[src/logic/decode_settings.svh]
`ifndef DECODE_SETTINGS_SVH
`define DECODE_SETTINGS_SVH

// ~~~~~~~~~~~~~~~~~~~~~~~~~~~~~~~~~~~~~~~~
// word and register widths
// ~~~~~~~~~~~~~~~~~~~~~~~~~~~~~~~~~~~~~~~~

// instruction and data word.
`define DECODE_XLEN 32

// register index, also the width of rs, rt, rd.
`define DECODE_REG_W 5

// return address register for jal.
`define DECODE_LINK_REG 31

`endif
[src/logic/decode_pkg.sv]
`include "decode_settings.svh"

package decode_pkg;

    // ~~~~~~~~~~~~~~~~~~~~~~~~~~~~~~~~~~~~~~~~
    // instruction encodings
    // ~~~~~~~~~~~~~~~~~~~~~~~~~~~~~~~~~~~~~~~~

    typedef enum logic [5:0] {
        OP_SPECIAL = 6'h00, // r-type, see funct.
        OP_J       = 6'h02,
        OP_JAL     = 6'h03,
        OP_BEQ     = 6'h04,
        OP_BNE     = 6'h05,
        OP_BLEZ    = 6'h06,
        OP_BGTZ    = 6'h07,
        OP_ADDI    = 6'h08,
        OP_ADDIU   = 6'h09,
        OP_SLTI    = 6'h0a,
        OP_SLTIU   = 6'h0b,
        OP_ANDI    = 6'h0c,
        OP_ORI     = 6'h0d,
        OP_XORI    = 6'h0e,
        OP_LUI     = 6'h0f,
        OP_BEQL    = 6'h14,
        OP_BNEL    = 6'h15,
        OP_BLEZL   = 6'h16,
        OP_BGTZL   = 6'h17,
        OP_LW      = 6'h23,
        OP_SW      = 6'h2b
    } opcode_e;

    typedef enum logic [5:0] {
        FN_SLL  = 6'h00,
        FN_SRL  = 6'h02,
        FN_SRA  = 6'h03,
        FN_JR   = 6'h08,
        FN_JALR = 6'h09,
        FN_ADD  = 6'h20,
        FN_ADDU = 6'h21,
        FN_SUB  = 6'h22,
        FN_SUBU = 6'h23,
        FN_AND  = 6'h24,
        FN_OR   = 6'h25,
        FN_XOR  = 6'h26,
        FN_NOR  = 6'h27,
        FN_SLT  = 6'h2a,
        FN_SLTU = 6'h2b
    } funct_e;

    // ~~~~~~~~~~~~~~~~~~~~~~~~~~~~~~~~~~~~~~~~
    // control selectors
    // ~~~~~~~~~~~~~~~~~~~~~~~~~~~~~~~~~~~~~~~~

    typedef enum logic [3:0] {
        ALU_ADD, ALU_SUB, ALU_AND, ALU_OR, ALU_XOR, ALU_NOR,
        ALU_SLL, ALU_SRL, ALU_SRA, ALU_SLT, ALU_SLTU, ALU_LUI,
        ALU_NONE
    } alu_op_e;

    typedef enum logic [1:0] {PC_NEXT, PC_BRANCH, PC_JUMP, PC_JUMP_REG} pc_src_e;
    typedef enum logic [2:0] {COND_NONE, COND_EQ, COND_NE, COND_LEZ, COND_GTZ} cond_e;
    typedef enum logic {REG_SRC_ALU, REG_SRC_LINK} reg_src_e; // link is pc + 8.
    typedef enum logic [1:0] {DEST_RD, DEST_RT, DEST_LINK} dest_sel_e;
    typedef enum logic [1:0] {EXC_NONE, EXC_OVERFLOW, EXC_RESERVED} exc_chk_e;

    typedef struct packed {
        alu_op_e                  alu_op;
        logic                     use_imm;   // second alu operand is imm.
        logic                     write_reg;
        dest_sel_e                dest_sel;
        reg_src_e                 reg_src;
        pc_src_e                  pc_src;
        cond_e                    cond;
        logic                     likely;    // annul delay slot if not taken.
        logic                     read_mem;
        logic                     write_mem;
        exc_chk_e                 exc_chk;
        logic [`DECODE_XLEN-1:0]  imm;
    } decode_ctl_t;

    typedef struct packed {
        decode_ctl_t              ctl;
        logic [`DECODE_REG_W-1:0] rs;
        logic [`DECODE_REG_W-1:0] rt;
        logic [`DECODE_REG_W-1:0] dest;      // zero when nothing is written.
        logic [4:0]               shamt;
    } decode_out_t;

    // a bubble: no write, no memory access, fall through to next pc.
    localparam decode_ctl_t clear_ctl = '{
        alu_op:    ALU_NONE,
        use_imm:   1'b0,
        write_reg: 1'b0,
        dest_sel:  DEST_RD,
        reg_src:   REG_SRC_ALU,
        pc_src:    PC_NEXT,
        cond:      COND_NONE,
        likely:    1'b0,
        read_mem:  1'b0,
        write_mem: 1'b0,
        exc_chk:   EXC_NONE,
        imm:       '0
    };

endpackage

[src/logic/decode_stage.sv]
`timescale 1ns/10ps
`include "decode_settings.svh"

module decode_stage import decode_pkg::*; (
    input  logic                    clk,
    input  logic                    reset,
    input  logic [`DECODE_XLEN-1:0] instr,
    input  logic                    in_valid,
    input  logic                    stall,
    input  logic                    flush,
    output decode_out_t             out,
    output logic                    out_valid
);

    decode_out_t dec;

    main_decoder decoder_i (
        .instr (instr),
        .dec   (dec)
    );

    // ~~~~~~~~~~~~~~~~~~~~~~~~~~~~~~~~~~~~~~~~
    // pipeline register
    // ~~~~~~~~~~~~~~~~~~~~~~~~~~~~~~~~~~~~~~~~

    always_ff @(posedge clk) begin
        if (reset) begin
            out_valid <= 1'b0;
            out       <= '{ctl: clear_ctl, default: '0};
        end else if (flush) begin
            out_valid <= 1'b0;          // wins over stall.
        end else if (!stall) begin
            out_valid <= in_valid;
            if (in_valid)
                out <= dec;
        end
        // stall without flush holds both out and out_valid.
    end

endmodule

[src/logic/main_decoder.sv]
`timescale 1ns/10ps
`include "decode_settings.svh"

module main_decoder import decode_pkg::*; (
    input  logic [`DECODE_XLEN-1:0] instr,
    output decode_out_t             dec
);

    opcode_e                  opcode;
    decode_ctl_t              special_ctl;
    decode_ctl_t              opcode_ctl;
    decode_ctl_t              sel_ctl;
    logic [`DECODE_REG_W-1:0] rs;
    logic [`DECODE_REG_W-1:0] rt;
    logic [`DECODE_REG_W-1:0] rd;

    assign opcode = opcode_e'(instr[31:26]);
    assign rs     = instr[25:21];
    assign rt     = instr[20:16];
    assign rd     = instr[15:11];

    special_decoder special_i (
        .instr (instr),
        .ctl   (special_ctl)
    );

    opcode_decoder opcode_i (
        .instr (instr),
        .ctl   (opcode_ctl)
    );

    assign sel_ctl = (opcode == OP_SPECIAL) ? special_ctl : opcode_ctl;

    always_comb begin
        dec.ctl   = sel_ctl;
        dec.rs    = rs;
        dec.rt    = rt;
        dec.shamt = instr[10:6];

        // reserved words travel as a bubble that only carries the exception.
        if (sel_ctl.exc_chk == EXC_RESERVED) begin
            dec.ctl         = clear_ctl;
            dec.ctl.exc_chk = EXC_RESERVED;
        end

        case (dec.ctl.dest_sel)
            DEST_RT:   dec.dest = rt;
            DEST_LINK: dec.dest = `DECODE_REG_W'(`DECODE_LINK_REG);
            default:   dec.dest = rd;
        endcase

        if (!dec.ctl.write_reg)
            dec.dest = '0;  // keeps hazard compares quiet.
    end

endmodule

[src/logic/opcode_decoder.sv]
`timescale 1ns/10ps
`include "decode_settings.svh"

module opcode_decoder import decode_pkg::*; (
    input  logic [`DECODE_XLEN-1:0] instr,
    output decode_ctl_t             ctl
);

    opcode_e                 opcode;
    logic [`DECODE_XLEN-1:0] sign_imm;
    logic [`DECODE_XLEN-1:0] zero_imm;
    logic [`DECODE_XLEN-1:0] upper_imm;

    assign opcode    = opcode_e'(instr[31:26]);
    assign sign_imm  = {{(`DECODE_XLEN-16){instr[15]}}, instr[15:0]};
    assign zero_imm  = {{(`DECODE_XLEN-16){1'b0}}, instr[15:0]};
    assign upper_imm = {instr[15:0], 16'h0000}; // lui.

    always_comb begin
        ctl = clear_ctl;

        case (opcode)
            // ~~~~~~~~~~~~~~~~~~~~~~~~~~~~~~~~~~~~~~~~
            // jumps and branches
            // ~~~~~~~~~~~~~~~~~~~~~~~~~~~~~~~~~~~~~~~~
            OP_J: ctl.pc_src = PC_JUMP;

            OP_JAL: begin
                ctl.pc_src    = PC_JUMP;
                ctl.write_reg = 1'b1;
                ctl.reg_src   = REG_SRC_LINK;
                ctl.dest_sel  = DEST_LINK;
            end

            OP_BEQ, OP_BNE, OP_BLEZ, OP_BGTZ,
            OP_BEQL, OP_BNEL, OP_BLEZL, OP_BGTZL: begin
                ctl.pc_src = PC_BRANCH;
                ctl.imm    = sign_imm;   // word offset, shifted later.
                ctl.likely = opcode inside {OP_BEQL, OP_BNEL, OP_BLEZL, OP_BGTZL};
                case (opcode)
                    OP_BEQ, OP_BEQL:   ctl.cond = COND_EQ;
                    OP_BNE, OP_BNEL:   ctl.cond = COND_NE;
                    OP_BLEZ, OP_BLEZL: ctl.cond = COND_LEZ;
                    default:           ctl.cond = COND_GTZ;
                endcase
            end

            // ~~~~~~~~~~~~~~~~~~~~~~~~~~~~~~~~~~~~~~~~
            // immediate arithmetic and loads
            // ~~~~~~~~~~~~~~~~~~~~~~~~~~~~~~~~~~~~~~~~
            OP_ADDI, OP_ADDIU, OP_SLTI, OP_SLTIU,
            OP_ANDI, OP_ORI, OP_XORI, OP_LUI, OP_LW: begin
                ctl.use_imm   = 1'b1;
                ctl.write_reg = 1'b1;
                ctl.dest_sel  = DEST_RT;
                ctl.imm       = sign_imm;
                ctl.read_mem  = (opcode == OP_LW);

                case (opcode)
                    OP_SLTI:  ctl.alu_op = ALU_SLT;
                    OP_SLTIU: ctl.alu_op = ALU_SLTU;
                    OP_ANDI:  ctl.alu_op = ALU_AND;
                    OP_ORI:   ctl.alu_op = ALU_OR;
                    OP_XORI:  ctl.alu_op = ALU_XOR;
                    OP_LUI:   ctl.alu_op = ALU_LUI;
                    default:  ctl.alu_op = ALU_ADD; // addi, addiu, lw address.
                endcase

                // logical ops take the raw 16 bits.
                if (opcode inside {OP_ANDI, OP_ORI, OP_XORI})
                    ctl.imm = zero_imm;
                if (opcode == OP_LUI)
                    ctl.imm = upper_imm;
                if (opcode == OP_ADDI)
                    ctl.exc_chk = EXC_OVERFLOW;
            end

            OP_SW: begin
                ctl.alu_op    = ALU_ADD;
                ctl.use_imm   = 1'b1;
                ctl.imm       = sign_imm;
                ctl.write_mem = 1'b1;
            end

            // special is handled elsewhere, so it lands here too.
            default: ctl.exc_chk = EXC_RESERVED;
        endcase
    end

endmodule

[src/logic/special_decoder.sv]
`timescale 1ns/10ps
`include "decode_settings.svh"

module special_decoder import decode_pkg::*; (
    input  logic [`DECODE_XLEN-1:0] instr,
    output decode_ctl_t             ctl
);

    funct_e funct;

    assign funct = funct_e'(instr[5:0]);

    always_comb begin
        ctl           = clear_ctl;
        ctl.write_reg = 1'b1;   // nearly every r-type writes rd.
        ctl.dest_sel  = DEST_RD;

        case (funct)
            FN_ADD, FN_ADDU: ctl.alu_op = ALU_ADD;
            FN_SUB, FN_SUBU: ctl.alu_op = ALU_SUB;
            FN_AND:          ctl.alu_op = ALU_AND;
            FN_OR:           ctl.alu_op = ALU_OR;
            FN_XOR:          ctl.alu_op = ALU_XOR;
            FN_NOR:          ctl.alu_op = ALU_NOR;
            FN_SLT:          ctl.alu_op = ALU_SLT;
            FN_SLTU:         ctl.alu_op = ALU_SLTU;
            FN_SLL:          ctl.alu_op = ALU_SLL;
            FN_SRL:          ctl.alu_op = ALU_SRL;
            FN_SRA:          ctl.alu_op = ALU_SRA;

            FN_JR: begin
                ctl.pc_src    = PC_JUMP_REG;
                ctl.write_reg = 1'b0;
            end

            FN_JALR: begin
                ctl.pc_src  = PC_JUMP_REG;
                ctl.reg_src = REG_SRC_LINK; // return address goes to rd.
            end

            default: begin
                ctl.write_reg = 1'b0;
                ctl.exc_chk   = EXC_RESERVED;
            end
        endcase

        // only the trapping forms check overflow.
        if (funct == FN_ADD || funct == FN_SUB)
            ctl.exc_chk = EXC_OVERFLOW;
    end

endmodule

[config.mk]
export PLATFORM = sky130hd
export DESIGN_NAME = decode_stage
export DESIGN_NICKNAME = d
export VERILOG_FILES = /design/src/logic/decode_pkg.sv /design/src/logic/decode_stage.sv /design/src/logic/main_decoder.sv /design/src/logic/opcode_decoder.sv /design/src/logic/special_decoder.sv
export VERILOG_INCLUDE_DIRS = /design/src /design/src/logic
export SDC_FILE = /design/constraint.sdc
export NUM_CORES = 1
export LEC_CHECK = 0
export BUFFER_PORTS_ARGS = -buffer_cell sky130_fd_sc_hd__buf_4
export CORE_MARGIN = 2
export CORE_UTILIZATION = 25
export DETAILED_ROUTE_END_ITERATION = 7
export MAX_ROUTING_LAYER = met4
export SLEW_MARGIN = 10
export SYNTH_ARGS = -nofsm -noshare
export SYNTH_HDL_FRONTEND = slang
export SYNTH_SLANG_ARGS = --single-unit
[constraint.sdc]
create_clock -name clk -period 2.7 [get_ports clk]
set_input_delay 0.405 -clock clk [delete_from_list [all_inputs] [get_ports clk]]
set_output_delay 0.405 -clock clk [all_outputs]
set_load 0.005 [all_outputs]
==> results.sh, run 1 <==
export IMPL_synth_avg_cell_area_sq_um=8.068
export IMPL_finalPower_w=0.002530
export IMPL_num_io_pins=109
export IMPL_netlist_area_sq_mm=0.003526
export IMPL_ys_types=58
export IMPL_whs_ps=249.3
export IMPL_grt_max_degree=61
export IMPL_antenna_cells=0
export IMPL_viasPerCell=4.863
export IMPL_gp_congestion=0.8120
export IMPL_final_min_clock_period_ps=2017
export IMPL_finalCritPeriodShare_pct=74.71
export IMPL_cp_required_ps=2980
export IMPL_placed_area_sq_mm=0.004438
export IMPL_yosysTopAreaCell="dfxtp_1"
export IMPL_fillers=1465
export IMPL_num_vias=3453
export IMPL_postSynthCellCount=437
export IMPL_drt_iter0_markers=251
export IMPL_drc=0
export IMPL_overflow=0
export IMPL_dp_hpwl_um=8205
export IMPL_final_seq_area_sq_mm=0.001441
export IMPL_drt_first_pass_iters=4
export IMPL_cp_max_fo=16
export IMPL_maxCapViolations=0
export IMPL_cp_arrival_ps=2290
export IMPL_cts_resized=0
export IMPL_synth_top_cell_area_share_pct=40.88
export IMPL_cp_end_kind="flip-flop"
export IMPL_dieHeight_um=122.8
export IMPL_min_path_type="primary input to flip-flop"
export IMPL_ctsHoldBuffers=0
export IMPL_synthArstFlopShare_pct=0
export IMPL_layout_commonest_cell="buf_4"
export IMPL_status="finished clean"
export IMPL_ctsRootBufferMaster="clkbuf_16"
export IMPL_ant_nets=0
export IMPL_synth_seq_area_share_pct=40.88
export IMPL_fin_area_sq_mm=0.004725
export IMPL_ir_drop_mv=0.2853
export IMPL_rsz0062_at_grt="no"
export IMPL_final_hold_viol_count=0
export IMPL_track_usage_pct=15.50
export IMPL_cts_setup_buffers=0
export IMPL_syn_num_nets=476
export IMPL_cts_tree="built"
export IMPL_antenna_found_initial=0
export IMPL_leakage_nw=1.887
export IMPL_layout_common_cells="buf_4 (116), dfxtp_1 (72), nand2_1 (68)"
export IMPL_worst_setup_path_type="primary input to flip-flop"
export IMPL_ys_warn_count=0
export IMPL_fmax_mhz=495.7
export IMPL_wl_per_cell_um=15.95
export IMPL_ys_top_cells_by_area="dfxtp_1 (41%), a21oi_1 (8.7%), nand2_1 (7.2%)"
export IMPL_startpoint_type="primary input"
export IMPL_path_clk_slew_ps=70
export IMPL_cts_buffers=9
export IMPL_synth_edff_count=0
export IMPL_clock_latency_ps=340
export IMPL_ys_seq_elements=72
export IMPL_portBuffers=108
export IMPL_max_slew_margin_pct=43.30
export IMPL_fp_row_count=43
export IMPL_grt_pass1_vias=3166
export IMPL_powerDensity_mw_per_mm2=535.5
export IMPL_cts_sinks=72
export IMPL_drt_total_wl_um=11330
export IMPL_finClkSkew_ps=0
export IMPL_start_util_pct=25.50
export IMPL_die_w_um=122.8
export IMPL_die_area_sq_mm=0.01507
export IMPL_clockBufferDepth=2
export IMPL_setup_viol=0
export IMPL_grt_pass1_wl_um=17280
export IMPL_coreArea_sq_mm=0.01383
export IMPL_maxSlewViolCount=0
export IMPL_fin_tns_setup_ps=0
export IMPL_drive_gt1_share_pct=28.68
export IMPL_h_tree_depth=3
export IMPL_worstMarginPinSlew_ps=844.1
export IMPL_synth_ff_type="dfxtp_1"
export IMPL_multiInputGateArea_sq_mm=0.001882
export IMPL_nets=564
export IMPL_finalNonFillerCells=710
export IMPL_placed_cells=694
export IMPL_area_growth_pct=34.00
## stage by stage
step	utilization (%)	setup slack [ps]
after floorplan	-	243.6
after global placement	32.10	406.4
after detailed placement	32.10	315.7
after CTS	34.17	678.1
after global routing	34.17	497.5
final	34.17	682.8
## state kept, by name, indices dropped and copies added, names as in the netlist
signal / cells
out_valid: 1
out: 71
## cells in the mapped netlist, types with 8 or more instances
cell type / n
o21ai_0: 18
clkbuf_1: 21
o21ai_1: 10
a21o_1: 16
nor3_1: 8
a22oi_1: 20
nand2b_1: 8
dfxtp_1: 72
buf_2: 10
a21oi_1: 61
nand2_1: 68
nor2_1: 44
## report_power, final
group / switching [W] / internal (W)
Combinational: 0.000179 / 0.000119
Sequential: 0.00000914 / 0.00108
Clock: 0.000505 / 0.000639
Total: 0.000693 / 0.00184
## per-layer routing
metal	global-route usage, %	part of all wire (%)	up-vias
li1	-	-	1729
met1	19.87	47	1627
met2	24.24	47	92
met3	4.136	5.3	5
met4	3.879	0.56	0
met5	-	0	-
## kinds of logic after synthesis
kind of cell             after synthesis  synth area share, %
XOR/XNOR                               1               0.2484
multiplexers                           2               0.5678
adder cells (fa/ha/maj)                2               0.7096
AO/OA/AOI/OAI                        156                28.71
AND/OR/NAND/NOR                      160                23.00
flip-flops                            72                40.88
buffers and inverters                 44                5.891
## worst max-delay path: stages
cell,delay (ps)
buf_4,120
or3b_2,640
nor4_4,820
a22oi_1,140
nor2_1,150
## layout make-up
cell class                      instances  share of cell area, %
Clock inverter                          7                  1.298
Sequential cell                        72                  30.51
Clock buffer                            9                  4.767
Inverter                                5                 0.3972
Multi-Input combinational cell        321                  39.83
Tap cell                              180                  4.767
Timing Repair Buffer                  116                  18.43
## final timing paths
check,start,to,slack [ps],cells past startpoint
min reg2reg,out[47],out[47],450,2
max reg2reg,out[22],out[22],1980,2
max,stall,out[34],680,5
min,flush,out_valid,250,2
No activity file was read; power rests on OpenSTA's default activity.
==> run 2: changes to the inputs <==
==> constraint.sdc (replaced) <==
create_clock -name clk -period 1.8 [get_ports clk]
set_input_delay 0.27 -clock clk [delete_from_list [all_inputs] [get_ports clk]]
set_output_delay 0.27 -clock clk [all_outputs]
set_load 0.005 [all_outputs]
==> results.sh, run 2 (synthesized netlist as in run 1, its figures left out) <==
export IMPL_portBuffers=108
export IMPL_die_w_um=122.8
export IMPL_coreArea_sq_mm=0.01383
export IMPL_rsz0062_at_grt="no"
export IMPL_cts_tree="built"
export IMPL_finalNonFillerCells=775
export IMPL_maxCapViolations=0
export IMPL_cp_arrival_ps=1940
export IMPL_cp_max_fo=12
export IMPL_status="finished clean"
export IMPL_antenna_cells=0
export IMPL_max_slew_margin_pct=61.19
export IMPL_cts_buffers=9
export IMPL_r2r_setup_slack_ps=1100
export IMPL_ctsHoldBuffers=0
export IMPL_fillers=1425
export IMPL_placed_cells=755
export IMPL_fmax_mhz=594.8
export IMPL_fin_area_sq_mm=0.005296
export IMPL_final_min_clock_period_ps=1681
export IMPL_cts_sinks=72
export IMPL_num_io_pins=109
export IMPL_viasPerCell=4.790
export IMPL_dp_hpwl_um=8948
export IMPL_nets=629
export IMPL_num_vias=3712
export IMPL_placed_area_sq_mm=0.004946
export IMPL_layout_common_cells="buf_4 (179), dfxtp_1 (72), nand2_1 (68)"
export IMPL_clockBufferDepth=2
export IMPL_grt_pass1_vias=3565
export IMPL_finalCritPeriodShare_pct=93.40
export IMPL_ir_drop_mv=0.4377
export IMPL_rr_startpoint="out[51]"
export IMPL_finClkSkew_ps=0
export IMPL_clock_latency_ps=330
export IMPL_grt_max_degree=46
export IMPL_layout_commonest_cell="buf_4"
export IMPL_cp_end_kind="flip-flop"
export IMPL_cp_required_ps=2060
export IMPL_wl_per_cell_um=15.10
export IMPL_final_hold_viol_count=0
export IMPL_top_regs="out: 71 flops, out_valid: 1 flops"
export IMPL_min_path_type="primary input to flip-flop"
export IMPL_leakage_nw=2.241
export IMPL_drive_gt1_share_pct=37.14
export IMPL_dieHeight_um=122.8
export IMPL_track_usage_pct=16.05
export IMPL_overflow=0
export IMPL_path_clk_slew_ps=60
export IMPL_powerDensity_mw_per_mm2=767.5
export IMPL_gp_congestion=0.8560
export IMPL_drc=0
export IMPL_min_delay_start="instr[25]"
export IMPL_largest_register="out"
export IMPL_grt_pass1_wl_um=18240
export IMPL_area_growth_pct=50.21
export IMPL_antenna_found_initial=0
export IMPL_fp_row_count=43
export IMPL_largest_reg_flops=71
export IMPL_h_tree_depth=3
export IMPL_ant_nets=0
export IMPL_drt_total_wl_um=11700
export IMPL_finalPower_w=0.004065
export IMPL_drt_iter0_markers=191
export IMPL_die_area_sq_mm=0.01507
export IMPL_maxSlewViolCount=0
export IMPL_startpoint="stall"
export IMPL_setup_viol=0
export IMPL_drt_first_pass_iters=5
export IMPL_worst_setup_path_type="primary input to flip-flop"
export IMPL_start_util_pct=25.50
export IMPL_startpoint_type="primary input"
export IMPL_ctsRootBufferMaster="clkbuf_16"
export IMPL_worstMarginPinSlew_ps=582.1
==> run 2: cell count changes in the layout (fill, tap and decap cells not counted), sizes merged <==
cell / delta
inv: -3
buf: +65
clkbuf: +4
clkinvlp: -2
bufinv: +1
==> run 2: critical path: stages <==
cell and delay [ps]:
buf_4 110, or3b_2 540, buf_4 220, or4_4 580
o21ai_0 210
==> run 2: path summary, 6_finish.rpt <==
path | to | depth (start not counted)
max | out[37] | 5
min | out[19] | 3
max reg2reg | out[51] | 2
min reg2reg | out[44] | 2
==> run 2: power breakdown <==
part	switching, W	internal (W)	leakage, nW
clock network	0.000686	0.00119	0.156
registers	0.0000139	0.00162	0.582
logic	0.000289	0.000263	1.50
total	0.000989	0.00308	2.24
==> run 2: layout make-up <==
cell class / instances / area, sq um / area share [%]
Sequential cell: 72 / 1441 / 27.21
Clock inverter: 3 / 47.55 / 0.8977
Inverter: 5 / 18.77 / 0.3544
Multi-Input combinational cell: 321 / 1909 / 36.05
Tap cell: 180 / 225.2 / 4.252
Clock buffer: 13 / 270.3 / 5.103
Timing Repair Buffer: 181 / 1384 / 26.13
==> run 2: stage by stage <==
step                      hold WS [ps]  util, %  setup TNS (ps)  setup WS [ps]
after floorplan                  349.3        -           -1115         -240.0
after global placement           439.9    35.77          -10740         -306.3
after detailed placement         446.2    35.77          -12150         -354.8
after CTS                        182.3    38.18               0          11.49
after global routing             189.8    38.30               0          4.282
final                            189.5    38.30               0          118.8
==> run 2: layer usage <==
layer	vias to the layer above	GRT usage (%)	part of all wire, %
li1	1856	-	-
met2	97	25.28	49
met4	0	5.532	1.2
met1	1748	20.07	44
met5	-	-	0
met3	11	3.857	5.9
==> run 2: what timing repair did <==
item,4_1_cts,5_1_grt
setup endpoints to repair,2,19
pin swaps,1,1
setup buffers,2,2
resized for setup,0,1
cloned,0,0
